===== config.mk =====
export PLATFORM = sky130hd
export DESIGN_NAME = bp_me_axil_master
export DESIGN_NICKNAME = d
export VERILOG_FILES = /design/src/verilog/bp_me_axil_pkg.sv /design/src/verilog/bp_me_axil_rdata_pack.sv /design/src/verilog/bp_axil_fifo_master.sv /design/src/verilog/bp_me_axil_master.sv
export SDC_FILE = /design/constraint.sdc
export NUM_CORES = 1
export LEC_CHECK = 0
export BUFFER_PORTS_ARGS = -buffer_cell sky130_fd_sc_hd__buf_2
export CAP_MARGIN = 30
export CORE_AREA = 3 3 173 175
export DETAILED_ROUTE_END_ITERATION = 10
export DIE_AREA = 0 0 176 178
export HOLD_SLACK_MARGIN = 0.03
export SYNTH_ARGS = -nofsm -noshare
export SYNTH_HDL_FRONTEND = slang
export SYNTH_SLANG_ARGS = --single-unit

===== constraint.sdc =====
create_clock -name clk_i -period 7.2 [get_ports clk_i]
set_clock_uncertainty 0.15 [all_clocks]
set_input_delay 0.36 -clock clk_i [delete_from_list [all_inputs] [get_ports clk_i]]
set_output_delay 0.36 -clock clk_i [all_outputs]
set_load 0.01 [all_outputs]

===== src/verilog/bp_me_axil_pkg.sv =====
`default_nettype none

package bp_me_axil_pkg;

  localparam int paddr_width_gp   = 32;
  localparam int payload_width_gp = 8;

  // Memory message types carried on the forward stream
  typedef enum logic [1:0]
  {
    e_mem_rd = 2'b00
    , e_mem_wr = 2'b01
  } bp_mem_msg_e;

  // Access size as log2 of the byte count
  typedef enum logic [2:0]
  {
    e_size_1 = 3'b000
    , e_size_2 = 3'b001
    , e_size_4 = 3'b010
    , e_size_8 = 3'b011
  } bp_msg_size_e;

  // Shared by forward and reverse, reverse echoes forward
  typedef struct packed
  {
    bp_mem_msg_e                 msg_type;
    bp_msg_size_e                size;
    logic [paddr_width_gp-1:0]   addr;
    logic [payload_width_gp-1:0] payload;
  } bp_mem_header_s;

  typedef enum logic [1:0]
  {
    e_axil_okay = 2'b00
    , e_axil_slverr = 2'b10
  } axil_resp_e;

endpackage

`default_nettype wire


===== src/verilog/bp_me_axil_rdata_pack.sv =====
`timescale 1ns/10ps
`default_nettype none

module bp_me_axil_rdata_pack
  import bp_me_axil_pkg::*;
  #(parameter int data_width_p = 64
    , localparam int mask_width_lp = data_width_p >> 3
    , localparam int sel_width_lp = $clog2(mask_width_lp)
    )
  (input logic [data_width_p-1:0]    data_i
   , input logic [sel_width_lp-1:0]  sel_i
   , input bp_msg_size_e             size_i
   , output logic [data_width_p-1:0] data_o
   );

  logic [data_width_p-1:0] shifted;

  // Bring the addressed byte lane down to bit zero
  assign shifted = data_i >> {sel_i, 3'b000};

  always_comb
  begin
    case (size_i)
      e_size_1: data_o = {mask_width_lp{shifted[0+:8]}};
      e_size_2: data_o = {(mask_width_lp/2){shifted[0+:16]}};
      e_size_4: data_o = {(mask_width_lp/4){shifted[0+:32]}};
      // Full bus width or wider
      default: data_o = data_i;
    endcase
  end

endmodule

`default_nettype wire


===== src/verilog/bp_axil_fifo_master.sv =====
`timescale 1ns/10ps
`default_nettype none

module bp_axil_fifo_master
  import bp_me_axil_pkg::*;
  #(parameter int axil_data_width_p = 64
    , parameter int axil_addr_width_p = 32
    , localparam int axil_mask_width_lp = axil_data_width_p >> 3
    )
  (input logic                             clk_i
   , input logic                           reset_i

   // Command side
   , input logic [axil_data_width_p-1:0]   data_i
   , input logic [axil_addr_width_p-1:0]   addr_i
   , input logic                           v_i
   , input logic                           w_i
   , input logic [axil_mask_width_lp-1:0]  wmask_i
   , output logic                          ready_and_o

   // Response side
   , output logic [axil_data_width_p-1:0]  data_o
   , output logic                          v_o
   , input logic                           ready_and_i

   , output logic [axil_addr_width_p-1:0]  m_axil_awaddr_o
   , output logic [2:0]                    m_axil_awprot_o
   , output logic                          m_axil_awvalid_o
   , input logic                           m_axil_awready_i

   , output logic [axil_data_width_p-1:0]  m_axil_wdata_o
   , output logic [axil_mask_width_lp-1:0] m_axil_wstrb_o
   , output logic                          m_axil_wvalid_o
   , input logic                           m_axil_wready_i

   , input axil_resp_e                     m_axil_bresp_i
   , input logic                           m_axil_bvalid_i
   , output logic                          m_axil_bready_o

   , output logic [axil_addr_width_p-1:0]  m_axil_araddr_o
   , output logic [2:0]                    m_axil_arprot_o
   , output logic                          m_axil_arvalid_o
   , input logic                           m_axil_arready_i

   , input logic [axil_data_width_p-1:0]   m_axil_rdata_i
   , input axil_resp_e                     m_axil_rresp_i
   , input logic                           m_axil_rvalid_i
   , output logic                          m_axil_rready_o
   );

  typedef enum logic [2:0]
  {
    e_ready
    , e_write_req
    , e_write_resp
    , e_read_req
    , e_read_resp
  } state_e;

  state_e state_r;
  logic awvalid_r, wvalid_r, arvalid_r, resp_v_r;
  logic aw_done, w_done;
  logic [axil_addr_width_p-1:0] addr_r;
  logic [axil_data_width_p-1:0] wdata_r, rdata_r;
  logic [axil_mask_width_lp-1:0] wstrb_r;

  assign ready_and_o = (state_r == e_ready);

  // Each write channel completes on its own handshake
  assign aw_done = ~awvalid_r | m_axil_awready_i;
  assign w_done  = ~wvalid_r | m_axil_wready_i;

  always_ff @(posedge clk_i)
  begin
    if (reset_i)
    begin
      state_r   <= e_ready;
      awvalid_r <= 1'b0;
      wvalid_r  <= 1'b0;
      arvalid_r <= 1'b0;
      resp_v_r  <= 1'b0;
    end
    else
    begin
      case (state_r)
        e_ready:
          if (v_i)
          begin
            awvalid_r <= w_i;
            wvalid_r  <= w_i;
            arvalid_r <= ~w_i;
            state_r   <= w_i ? e_write_req : e_read_req;
          end
        e_write_req:
        begin
          if (m_axil_awready_i)
            awvalid_r <= 1'b0;
          if (m_axil_wready_i)
            wvalid_r <= 1'b0;
          if (aw_done & w_done)
            state_r <= e_write_resp;
        end
        e_read_req:
          if (m_axil_arready_i)
          begin
            arvalid_r <= 1'b0;
            state_r   <= e_read_resp;
          end
        e_write_resp, e_read_resp:
          if (resp_v_r)
          begin
            if (ready_and_i)
            begin
              resp_v_r <= 1'b0;
              state_r  <= e_ready;
            end
          end
          else if (m_axil_bready_o & m_axil_bvalid_i)
            resp_v_r <= 1'b1;
          else if (m_axil_rready_o & m_axil_rvalid_i)
            resp_v_r <= 1'b1;
        default: state_r <= e_ready;
      endcase
    end
  end

  always_ff @(posedge clk_i)
  begin
    if (ready_and_o & v_i)
    begin
      addr_r  <= addr_i;
      wdata_r <= data_i;
      wstrb_r <= wmask_i;
    end
    if (m_axil_rready_o & m_axil_rvalid_i)
      rdata_r <= m_axil_rdata_i;
  end

  assign m_axil_awaddr_o  = addr_r;
  assign m_axil_awprot_o  = 3'b000;
  assign m_axil_awvalid_o = awvalid_r;
  assign m_axil_wdata_o   = wdata_r;
  assign m_axil_wstrb_o   = wstrb_r;
  assign m_axil_wvalid_o  = wvalid_r;
  assign m_axil_araddr_o  = addr_r;
  assign m_axil_arprot_o  = 3'b000;
  assign m_axil_arvalid_o = arvalid_r;

  // Stop accepting once a response is held; bresp and rresp are not checked
  assign m_axil_bready_o = (state_r == e_write_resp) & ~resp_v_r;
  assign m_axil_rready_o = (state_r == e_read_resp) & ~resp_v_r;

  assign data_o = rdata_r;
  assign v_o    = resp_v_r;

endmodule

`default_nettype wire


===== src/verilog/bp_me_axil_master.sv =====
`timescale 1ns/10ps
`default_nettype none

module bp_me_axil_master
  import bp_me_axil_pkg::*;
  #(parameter int axil_data_width_p = 64
    , parameter int axil_addr_width_p = 32
    , localparam int axil_mask_width_lp = axil_data_width_p >> 3
    , localparam int byte_offset_width_lp = $clog2(axil_mask_width_lp)
    )
  (input logic                             clk_i
   , input logic                           reset_i

   , input bp_mem_header_s                 mem_fwd_header_i
   , input logic [axil_data_width_p-1:0]   mem_fwd_data_i
   , input logic                           mem_fwd_v_i
   , output logic                          mem_fwd_ready_and_o

   , output bp_mem_header_s                mem_rev_header_o
   , output logic [axil_data_width_p-1:0]  mem_rev_data_o
   , output logic                          mem_rev_v_o
   , input logic                           mem_rev_ready_and_i

   , output logic [axil_addr_width_p-1:0]  m_axil_awaddr_o
   , output logic [2:0]                    m_axil_awprot_o
   , output logic                          m_axil_awvalid_o
   , input logic                           m_axil_awready_i

   , output logic [axil_data_width_p-1:0]  m_axil_wdata_o
   , output logic [axil_mask_width_lp-1:0] m_axil_wstrb_o
   , output logic                          m_axil_wvalid_o
   , input logic                           m_axil_wready_i

   , input logic [1:0]                     m_axil_bresp_i
   , input logic                           m_axil_bvalid_i
   , output logic                          m_axil_bready_o

   , output logic [axil_addr_width_p-1:0]  m_axil_araddr_o
   , output logic [2:0]                    m_axil_arprot_o
   , output logic                          m_axil_arvalid_o
   , input logic                           m_axil_arready_i

   , input logic [axil_data_width_p-1:0]   m_axil_rdata_i
   , input logic [1:0]                     m_axil_rresp_i
   , input logic                           m_axil_rvalid_i
   , output logic                          m_axil_rready_o
   );

  bp_mem_header_s header_r;
  logic [axil_addr_width_p-1:0] addr_li;
  logic [axil_mask_width_lp-1:0] wmask_li;
  logic [byte_offset_width_lp-1:0] mask_shift, resp_sel;
  logic [axil_data_width_p-1:0] rdata_lo;
  logic w_li, ready_and_lo, v_lo;

  assign addr_li    = axil_addr_width_p'(mem_fwd_header_i.addr);
  assign w_li       = (mem_fwd_header_i.msg_type == e_mem_wr);
  assign mask_shift = mem_fwd_header_i.addr[0+:byte_offset_width_lp];

  // Byte strobe from size, placed at the low address bits
  always_comb
  begin
    case (mem_fwd_header_i.size)
      e_size_1: wmask_li = axil_mask_width_lp'('h1) << mask_shift;
      e_size_2: wmask_li = axil_mask_width_lp'('h3) << mask_shift;
      e_size_4: wmask_li = axil_mask_width_lp'('hF) << mask_shift;
      default: wmask_li = {axil_mask_width_lp{1'b1}};
    endcase
  end

  // One-entry header store, only one request in flight
  always_ff @(posedge clk_i)
  begin
    if (mem_fwd_v_i & ready_and_lo)
      header_r <= mem_fwd_header_i;
  end

  assign mem_fwd_ready_and_o = ready_and_lo;
  assign mem_rev_header_o    = header_r;
  assign mem_rev_v_o         = v_lo;

  // Offset aligned down to the access size
  assign resp_sel = header_r.addr[0+:byte_offset_width_lp]
                    & ({byte_offset_width_lp{1'b1}} << header_r.size);

  bp_me_axil_rdata_pack
    #(.data_width_p(axil_data_width_p))
    rdata_pack
    (.data_i(rdata_lo)
     , .sel_i(resp_sel)
     , .size_i(header_r.size)
     , .data_o(mem_rev_data_o)
     );

  bp_axil_fifo_master
    #(.axil_data_width_p(axil_data_width_p)
      , .axil_addr_width_p(axil_addr_width_p)
      )
    fifo_master
    (.data_i(mem_fwd_data_i)
     , .addr_i(addr_li)
     , .v_i(mem_fwd_v_i)
     , .w_i(w_li)
     , .wmask_i(wmask_li)
     , .ready_and_o(ready_and_lo)
     , .data_o(rdata_lo)
     , .v_o(v_lo)
     , .ready_and_i(mem_rev_ready_and_i)
     , .m_axil_bresp_i(axil_resp_e'(m_axil_bresp_i))
     , .m_axil_rresp_i(axil_resp_e'(m_axil_rresp_i))
     , .*
     );

endmodule

`default_nettype wire


# After elaboration in Yosys (flattened, before gate mapping)
# Cells that the tools add are included.
# totals
wordCells	77
register_bits	188
in_bits	186
# classes
mux	21
n_bitwise	13
shift	5
n_eq_ne	16
reduce_logical	10
# op_table
cell	n
one-hot mux 64 bit (3 select lines)	1
>> shifter 64 x 6 -> 32 bit	1
one-hot mux 8 bit (3 select lines)	1
two-way mux 3 bit	5
equality test 3 x 2 -> 1 bit, second input constant	4
one-hot mux 3 bit (4 select lines)	1
!= test 2 bit, second input constant	5
equality test 3 x 1 -> 1 bit, second input constant	3
logical NOT 3 bit	3
two-way mux 1 bit	9
AND reduction 3 bit	3
<< shifter 1 x 3 -> 8 bit, first input constant	1
<< shifter 2 x 3 -> 8 bit, first input constant	1
<< shifter 4 x 3 -> 8 bit, first input constant	1
AND 1 bit	6
one-hot mux 1 bit (2 select lines)	3
AND reduction 5 bit	1
!= test 2 x 1 -> 1 bit, second input constant	2
NOT 1 bit	4
nonzero test 2 bit	2
AND 3 bit	1
equality test 3 bit, second input constant	1
<< shifter 3 x 3 -> 3 bit, first input constant	1
equality test 2 x 1 -> 1 bit, second input constant	1
3 further kinds	4

# Depth between registers and ports, before layout
# logic_depth
ltp_word	6
ltp_mapped	10
depth_no_buf	7

# Cells and area by module
# A second synthesis with hierarchy kept.
# hier_totals
cells_unflattened	695
hier_area_um2	10027.1
# modules_own_cells
mod	cells_per_inst	seq_area_each_um2	area_each_um2	instances
bp_axil_fifo_master	261	5185.0	5785.5	1
bp_me_axil_rdata_pack	343	0.0	2600.0	1
bp_me_axil_master	91	1351.3	1641.6	1

# Worst setup path after synthesis
# Ideal clock, no wire load.
# synth_timing
path_kind	register -> register
start	register fifo_master.state_r[2]
end	register fifo_master.arvalid_r (netlist: fifo_master.m_axil_arvalid_o)
synth_period_minus_slack_ps	4490
t_required_ps	6923
path_slack_ps	2710
stages_incl_launch_ff	6
arrival_time_ps	4213
cell_sequence	dfxtp_1 -> clkbuf_1 -> nor3_1 -> and2_1 -> nand3b_1 -> o211a_1
# synth_via
elab_chain_len	3
elab_cells_between_ends	7
# synth_lines
item	line	text
start, declared	bp_axil_fifo_master.sv:60	state_e state_r;
start signal, assigned	bp_axil_fifo_master.sv:77	state_r <= e_ready;
start signal, assigned	bp_axil_fifo_master.sv:92	state_r <= w_i ? e_write_req : e_read_req;
start signal, assigned	bp_axil_fifo_master.sv:101	state_r <= e_write_resp;
logical NOT 3 bit *	--	
via mem_fwd_ready_and_o	bp_me_axil_master.sv:17	, output logic mem_fwd_ready_and_o
!= test 2 bit (no source line) or nonzero test 2 bit (tied branches)	--	
AND reduction 3 bit (no source line)	--	
end signal, assigned	bp_axil_fifo_master.sv:91	arvalid_r <= ~w_i;
end, declared	bp_axil_fifo_master.sv:61	logic awvalid_r, wvalid_r, arvalid_r, resp_v_r;
# The timed path passes the listed nets; every way through them passes the cells marked *.
# A chain may end at the register's enable or synchronous reset.

# Worst setup path after layout
# layout_timing
start	register header_r, in the netlist mem_rev_header_o[40]
end	output mem_rev_data_o[18]
# layout_via
elab_chain_len	4
elab_cells_between_ends	7
# layout_lines
item	line	text
start, declared	bp_me_axil_master.sv:49	bp_mem_header_s header_r;
start signal, assigned	bp_me_axil_master.sv:75	header_r <= mem_fwd_header_i;
<< shifter 3 x 3 -> 3 bit	bp_me_axil_master.sv:84	& ({byte_offset_width_lp{1'b1}} << header_r.size);
AND 3 bit	bp_me_axil_master.sv:84	
>> shifter 64 x 6 -> 32 bit	bp_me_axil_rdata_pack.sv:19	assign shifted = data_i >> {sel_i, 3'b000};
one-hot mux 64 bit (3 select lines) *	bp_me_axil_rdata_pack.sv:23	case (size_i)
end, declared	bp_me_axil_master.sv:20	, output logic [axil_data_width_p-1:0] mem_rev_data_o
# Mark *: on every way between the ends. The rest lies on a longest branch, timed or not.

==> flow_metrics.tcl <==
set metrics [dict create \
    initialDrtViolationCount 615 \
    final_nets 1427 \
    setup_tns_ns 0 \
    grt_pass1_wl_mm 47.54 \
    globalplace.congestion 0.8450 \
    rrSetupSlack_ns 4.51 \
    hold_viol 0 \
    ys.flop_type "edfxtp_1" \
    dr_total_vias 7828 \
    dpl.hpwl_mm 23.17 \
    maxCapViolCount 0 \
    min_period_ns 4.034 \
    synth_edf_count 181 \
    drcViolationCount 0 \
    status "finished, final reports clean" \
    placed_cell_area_um2 10930 \
    cts_resized 0 \
    synthCells 710 \
    pre_cts_slack_ns 3.629 \
    die_width_um 176 \
    die_area_um2 31330 \
    wire_per_inst_um 19.74 \
    cts_sinks 188 \
    endpoint "mem_rev_data_o[18]" \
    yosysTopAreaCell "edfxtp_1" \
    yosys.cell_types.count 52 \
    fmax_mhz 247.9 \
    design_area_um2 13240 \
    core_um2 28630 \
    gr-usage-all-layers_pct 20.12 \
    relSlewSlack_pct 42.64 \
    avgSynthCellArea_um2 12.50 \
    synthAdderAreaFrac_pct 0 \
    fp.dieH_um 178 \
    ff2ff_path_depth 7 \
    cts.htree.levels 4 \
    synthSimpleGateAreaFrac_pct 11.08 \
    port_buffers 433 \
    synth-compound-area-share_pct 9.893 \
    start_kind "register" \
    end_kind "primary output" \
    ctsRootBufferMaster "clkbuf_16" \
    fin_hold_ws_ns 0.06610 \
    drive_above_1_share_pct 40.35 \
    synthArstFlopShare_pct 0 \
    startpoint "mem_rev_header_o[40]$_DFFE_PP_" \
    ff_latch_area_um2 5575 \
    path_clk_slew_ns 0.07 \
    ant_nets 0 \
    powerDensity_nw_per_um2 278.0 \
    hold_path_class "in -> reg" \
    clk_path_buf_depth 2 \
    grt_pass1_vias 8016 \
    rows 62 \
    synth_top_family_by_area "simple AND/OR/NAND/NOR gates" \
    tightest_slew_ns 0.8573 \
    grt-ovfl-total 0 \
    rsz0062_at_grt "no" \
    antenna_found_initial 2 \
    wl_mm 32.35 \
    synth_warnings 0 \
    setup_slack_ns 3.166 \
    yosys.area_share.xor_xnor_pct 0.09865 \
    cts_buffers 17 \
    synth.area.top_cells "edfxtp_1 (61%), mux2i_1 (6.5%), buf_4 (5.9%), nand2_1 (4.4%), nand3_1 (1.7%)" \
    power.total_mw 3.681 \
    via_per_inst 4.776 \
    crit_arrival_ns 3.52 \
    reg2reg_to "fifo_master.v_o$_SDFFE_PP0N_" \
    finalSetupViolations 0 \
    final_util_pct 46.26 \
    p_leak_nw 5.855 \
    fin_cells 1639 \
    dp_cells 1434 \
    area.growth.synth_to_final_pct 49.15 \
    final.period_utilization_pct 56.02 \
    multi_input_area_um2 2597 \
    reg2reg_from "fifo_master.state_r[1]$_SDFFE_PP0P_" \
    ys_seq_area_share_pct 62.80 \
    cp_max_fo 24 \
    worstSetupPathType "reg -> out" \
    tritoncts "done" \
    grt_max_degree 81 \
    required_ns 6.69 \
    synth_area_um2 8879 \
    ys_ff_latch 188 \
    start_util_pct 31.02 \
    muxShareOfSynthArea_pct 7.751 \
    clkLatencyLatePin_ns 0.43 \
    finalMaxSlewViolations 0 \
    dr.pass1.iters 5 \
    yosysTopAreaCellShare_pct 61.22 \
    ios 444 \
    fillers 2632 \
    peakVddDrop_mv 0.2512 \
]
layout by cell type (no fill, tap or decap), types with 17 or more instances in the layout:
cell type and n:
o21ai_0 19, nand2_1 104, buf_2 433, nand3_1 31, edfxtp_1 181, a21oi_1 20, clkbuf_16 17, nor2_1 24
mux2i_1 58, dlygate4sd3_1 171
cells by family (layout without fill, tap and decap cells):
kind of cell | Yosys count | count (layout)
other | 1 | 7
buffers and inverters | 118 | 657
AOI/OAI and AO/OA | 122 | 122
DFF | 188 | 188
xor gates and xnor gates | 1 | 1
muxes | 66 | 66
and+or+nand+nor | 214 | 214
worst min path at each step:
stage                                                         start  depth (start not counted)                                         to  slack, ns
after floorplan                                             reset_i                          1  fifo_master.m_axil_awvalid_o$_SDFFE_PP0P_       0.28
after global placement    fifo_master.m_axil_arvalid_o$_SDFFE_PP0P_                          1  fifo_master.m_axil_arvalid_o$_SDFFE_PP0P_       0.33
after detailed placement  fifo_master.m_axil_awvalid_o$_SDFFE_PP0P_                          2  fifo_master.m_axil_awvalid_o$_SDFFE_PP0P_       0.34
after CTS                                      mem_fwd_header_i[40]                          1             mem_rev_header_o[40]$_DFFE_PP_       0.03
after global routing                           mem_fwd_header_i[40]                          1             mem_rev_header_o[40]$_DFFE_PP_       0.04
final                                          mem_fwd_header_i[40]                          1             mem_rev_header_o[40]$_DFFE_PP_       0.07
worst max-delay path, cell delays in order, from the launching register on:
cell	delay, ns
edfxtp_1	0.84
and2_0	0.38
or2_2	0.64
and2_1	0.59
a21oi_1	0.17
a22oi_2	0.23
nand2_1	0.08
buf_2	0.14
layer usage:
| layer | up-vias | GRT usage [%] | part of all wire [%] |
|---|---|---|---|
| li1 | 3618 | - | - |
| met1 | 3830 | 24.02 | 39 |
| met2 | 352 | 36.02 | 52 |
| met3 | 28 | 5.811 | 7.4 |
| met4 | 0 | 4.487 | 1.2 |
| met5 | - | 0 | 0 |
where the power goes:
group	internal [mW]	switching [mW]	leakage (nW)
sequential	1.41	0.116	1.74
combinational	0.496	0.740	3.84
clock	0.485	0.430	0.274
total	2.40	1.29	5.85
state kept, by name, summed over array words and instances (netlist names), 3 cells and up:
name,count
fifo_master.data_o,64
fifo_master.m_axil_wdata_o,64
fifo_master.m_axil_araddr_o,32
mem_rev_header_o,13
fifo_master.m_axil_wstrb_o,8
fifo_master.state_r,3
Yosys cell counts, types with 2 or more instances:
cell / n
edfxtp_1: 181
nand2_1: 104
buf_4: 70
mux2i_1: 58
nand3_1: 31
nor2_1: 24
clkbuf_1: 22
a21oi_1: 20
o21ai_0: 19
a21o_1: 17
nor3_1: 12
buf_2: 10
o21bai_1: 10
a221oi_1: 9
o21ai_1: 9
a221o_1: 7
a22oi_2: 7
a32oi_1: 7
and3_1: 7
dfxtp_1: 7
inv_2: 7
mux2i_2: 7
nand4_1: 7
nand2b_1: 6
and2_1: 4
nand3b_1: 4
or2_2: 4
buf_1: 3
buf_6: 3
inv_1: 3
o31ai_1: 3
a211o_1: 2
a31oi_1: 2
nor2b_1: 2
nor3b_1: 2
o21a_1: 2
o221ai_1: 2
or3b_2: 2
cell type report:
class	instances	share of cell area [%]
inverter	10	0.2834
clock inverter	14	1.049
timing repair buffer	615	30.06
sequential	188	42.10
clock buffer	18	3.241
antenna	1	0.01890
multi-input combinational	409	19.61
tap	384	3.628
repair_timing:
item / CTS / global route
endpoints found under the hold margin: 173 / 0
setup buffers: 0 / 0
hold buffers: 171 / 0
endpoints found under the setup margin: 0 / 0
(Power assumes the default switching activity.)
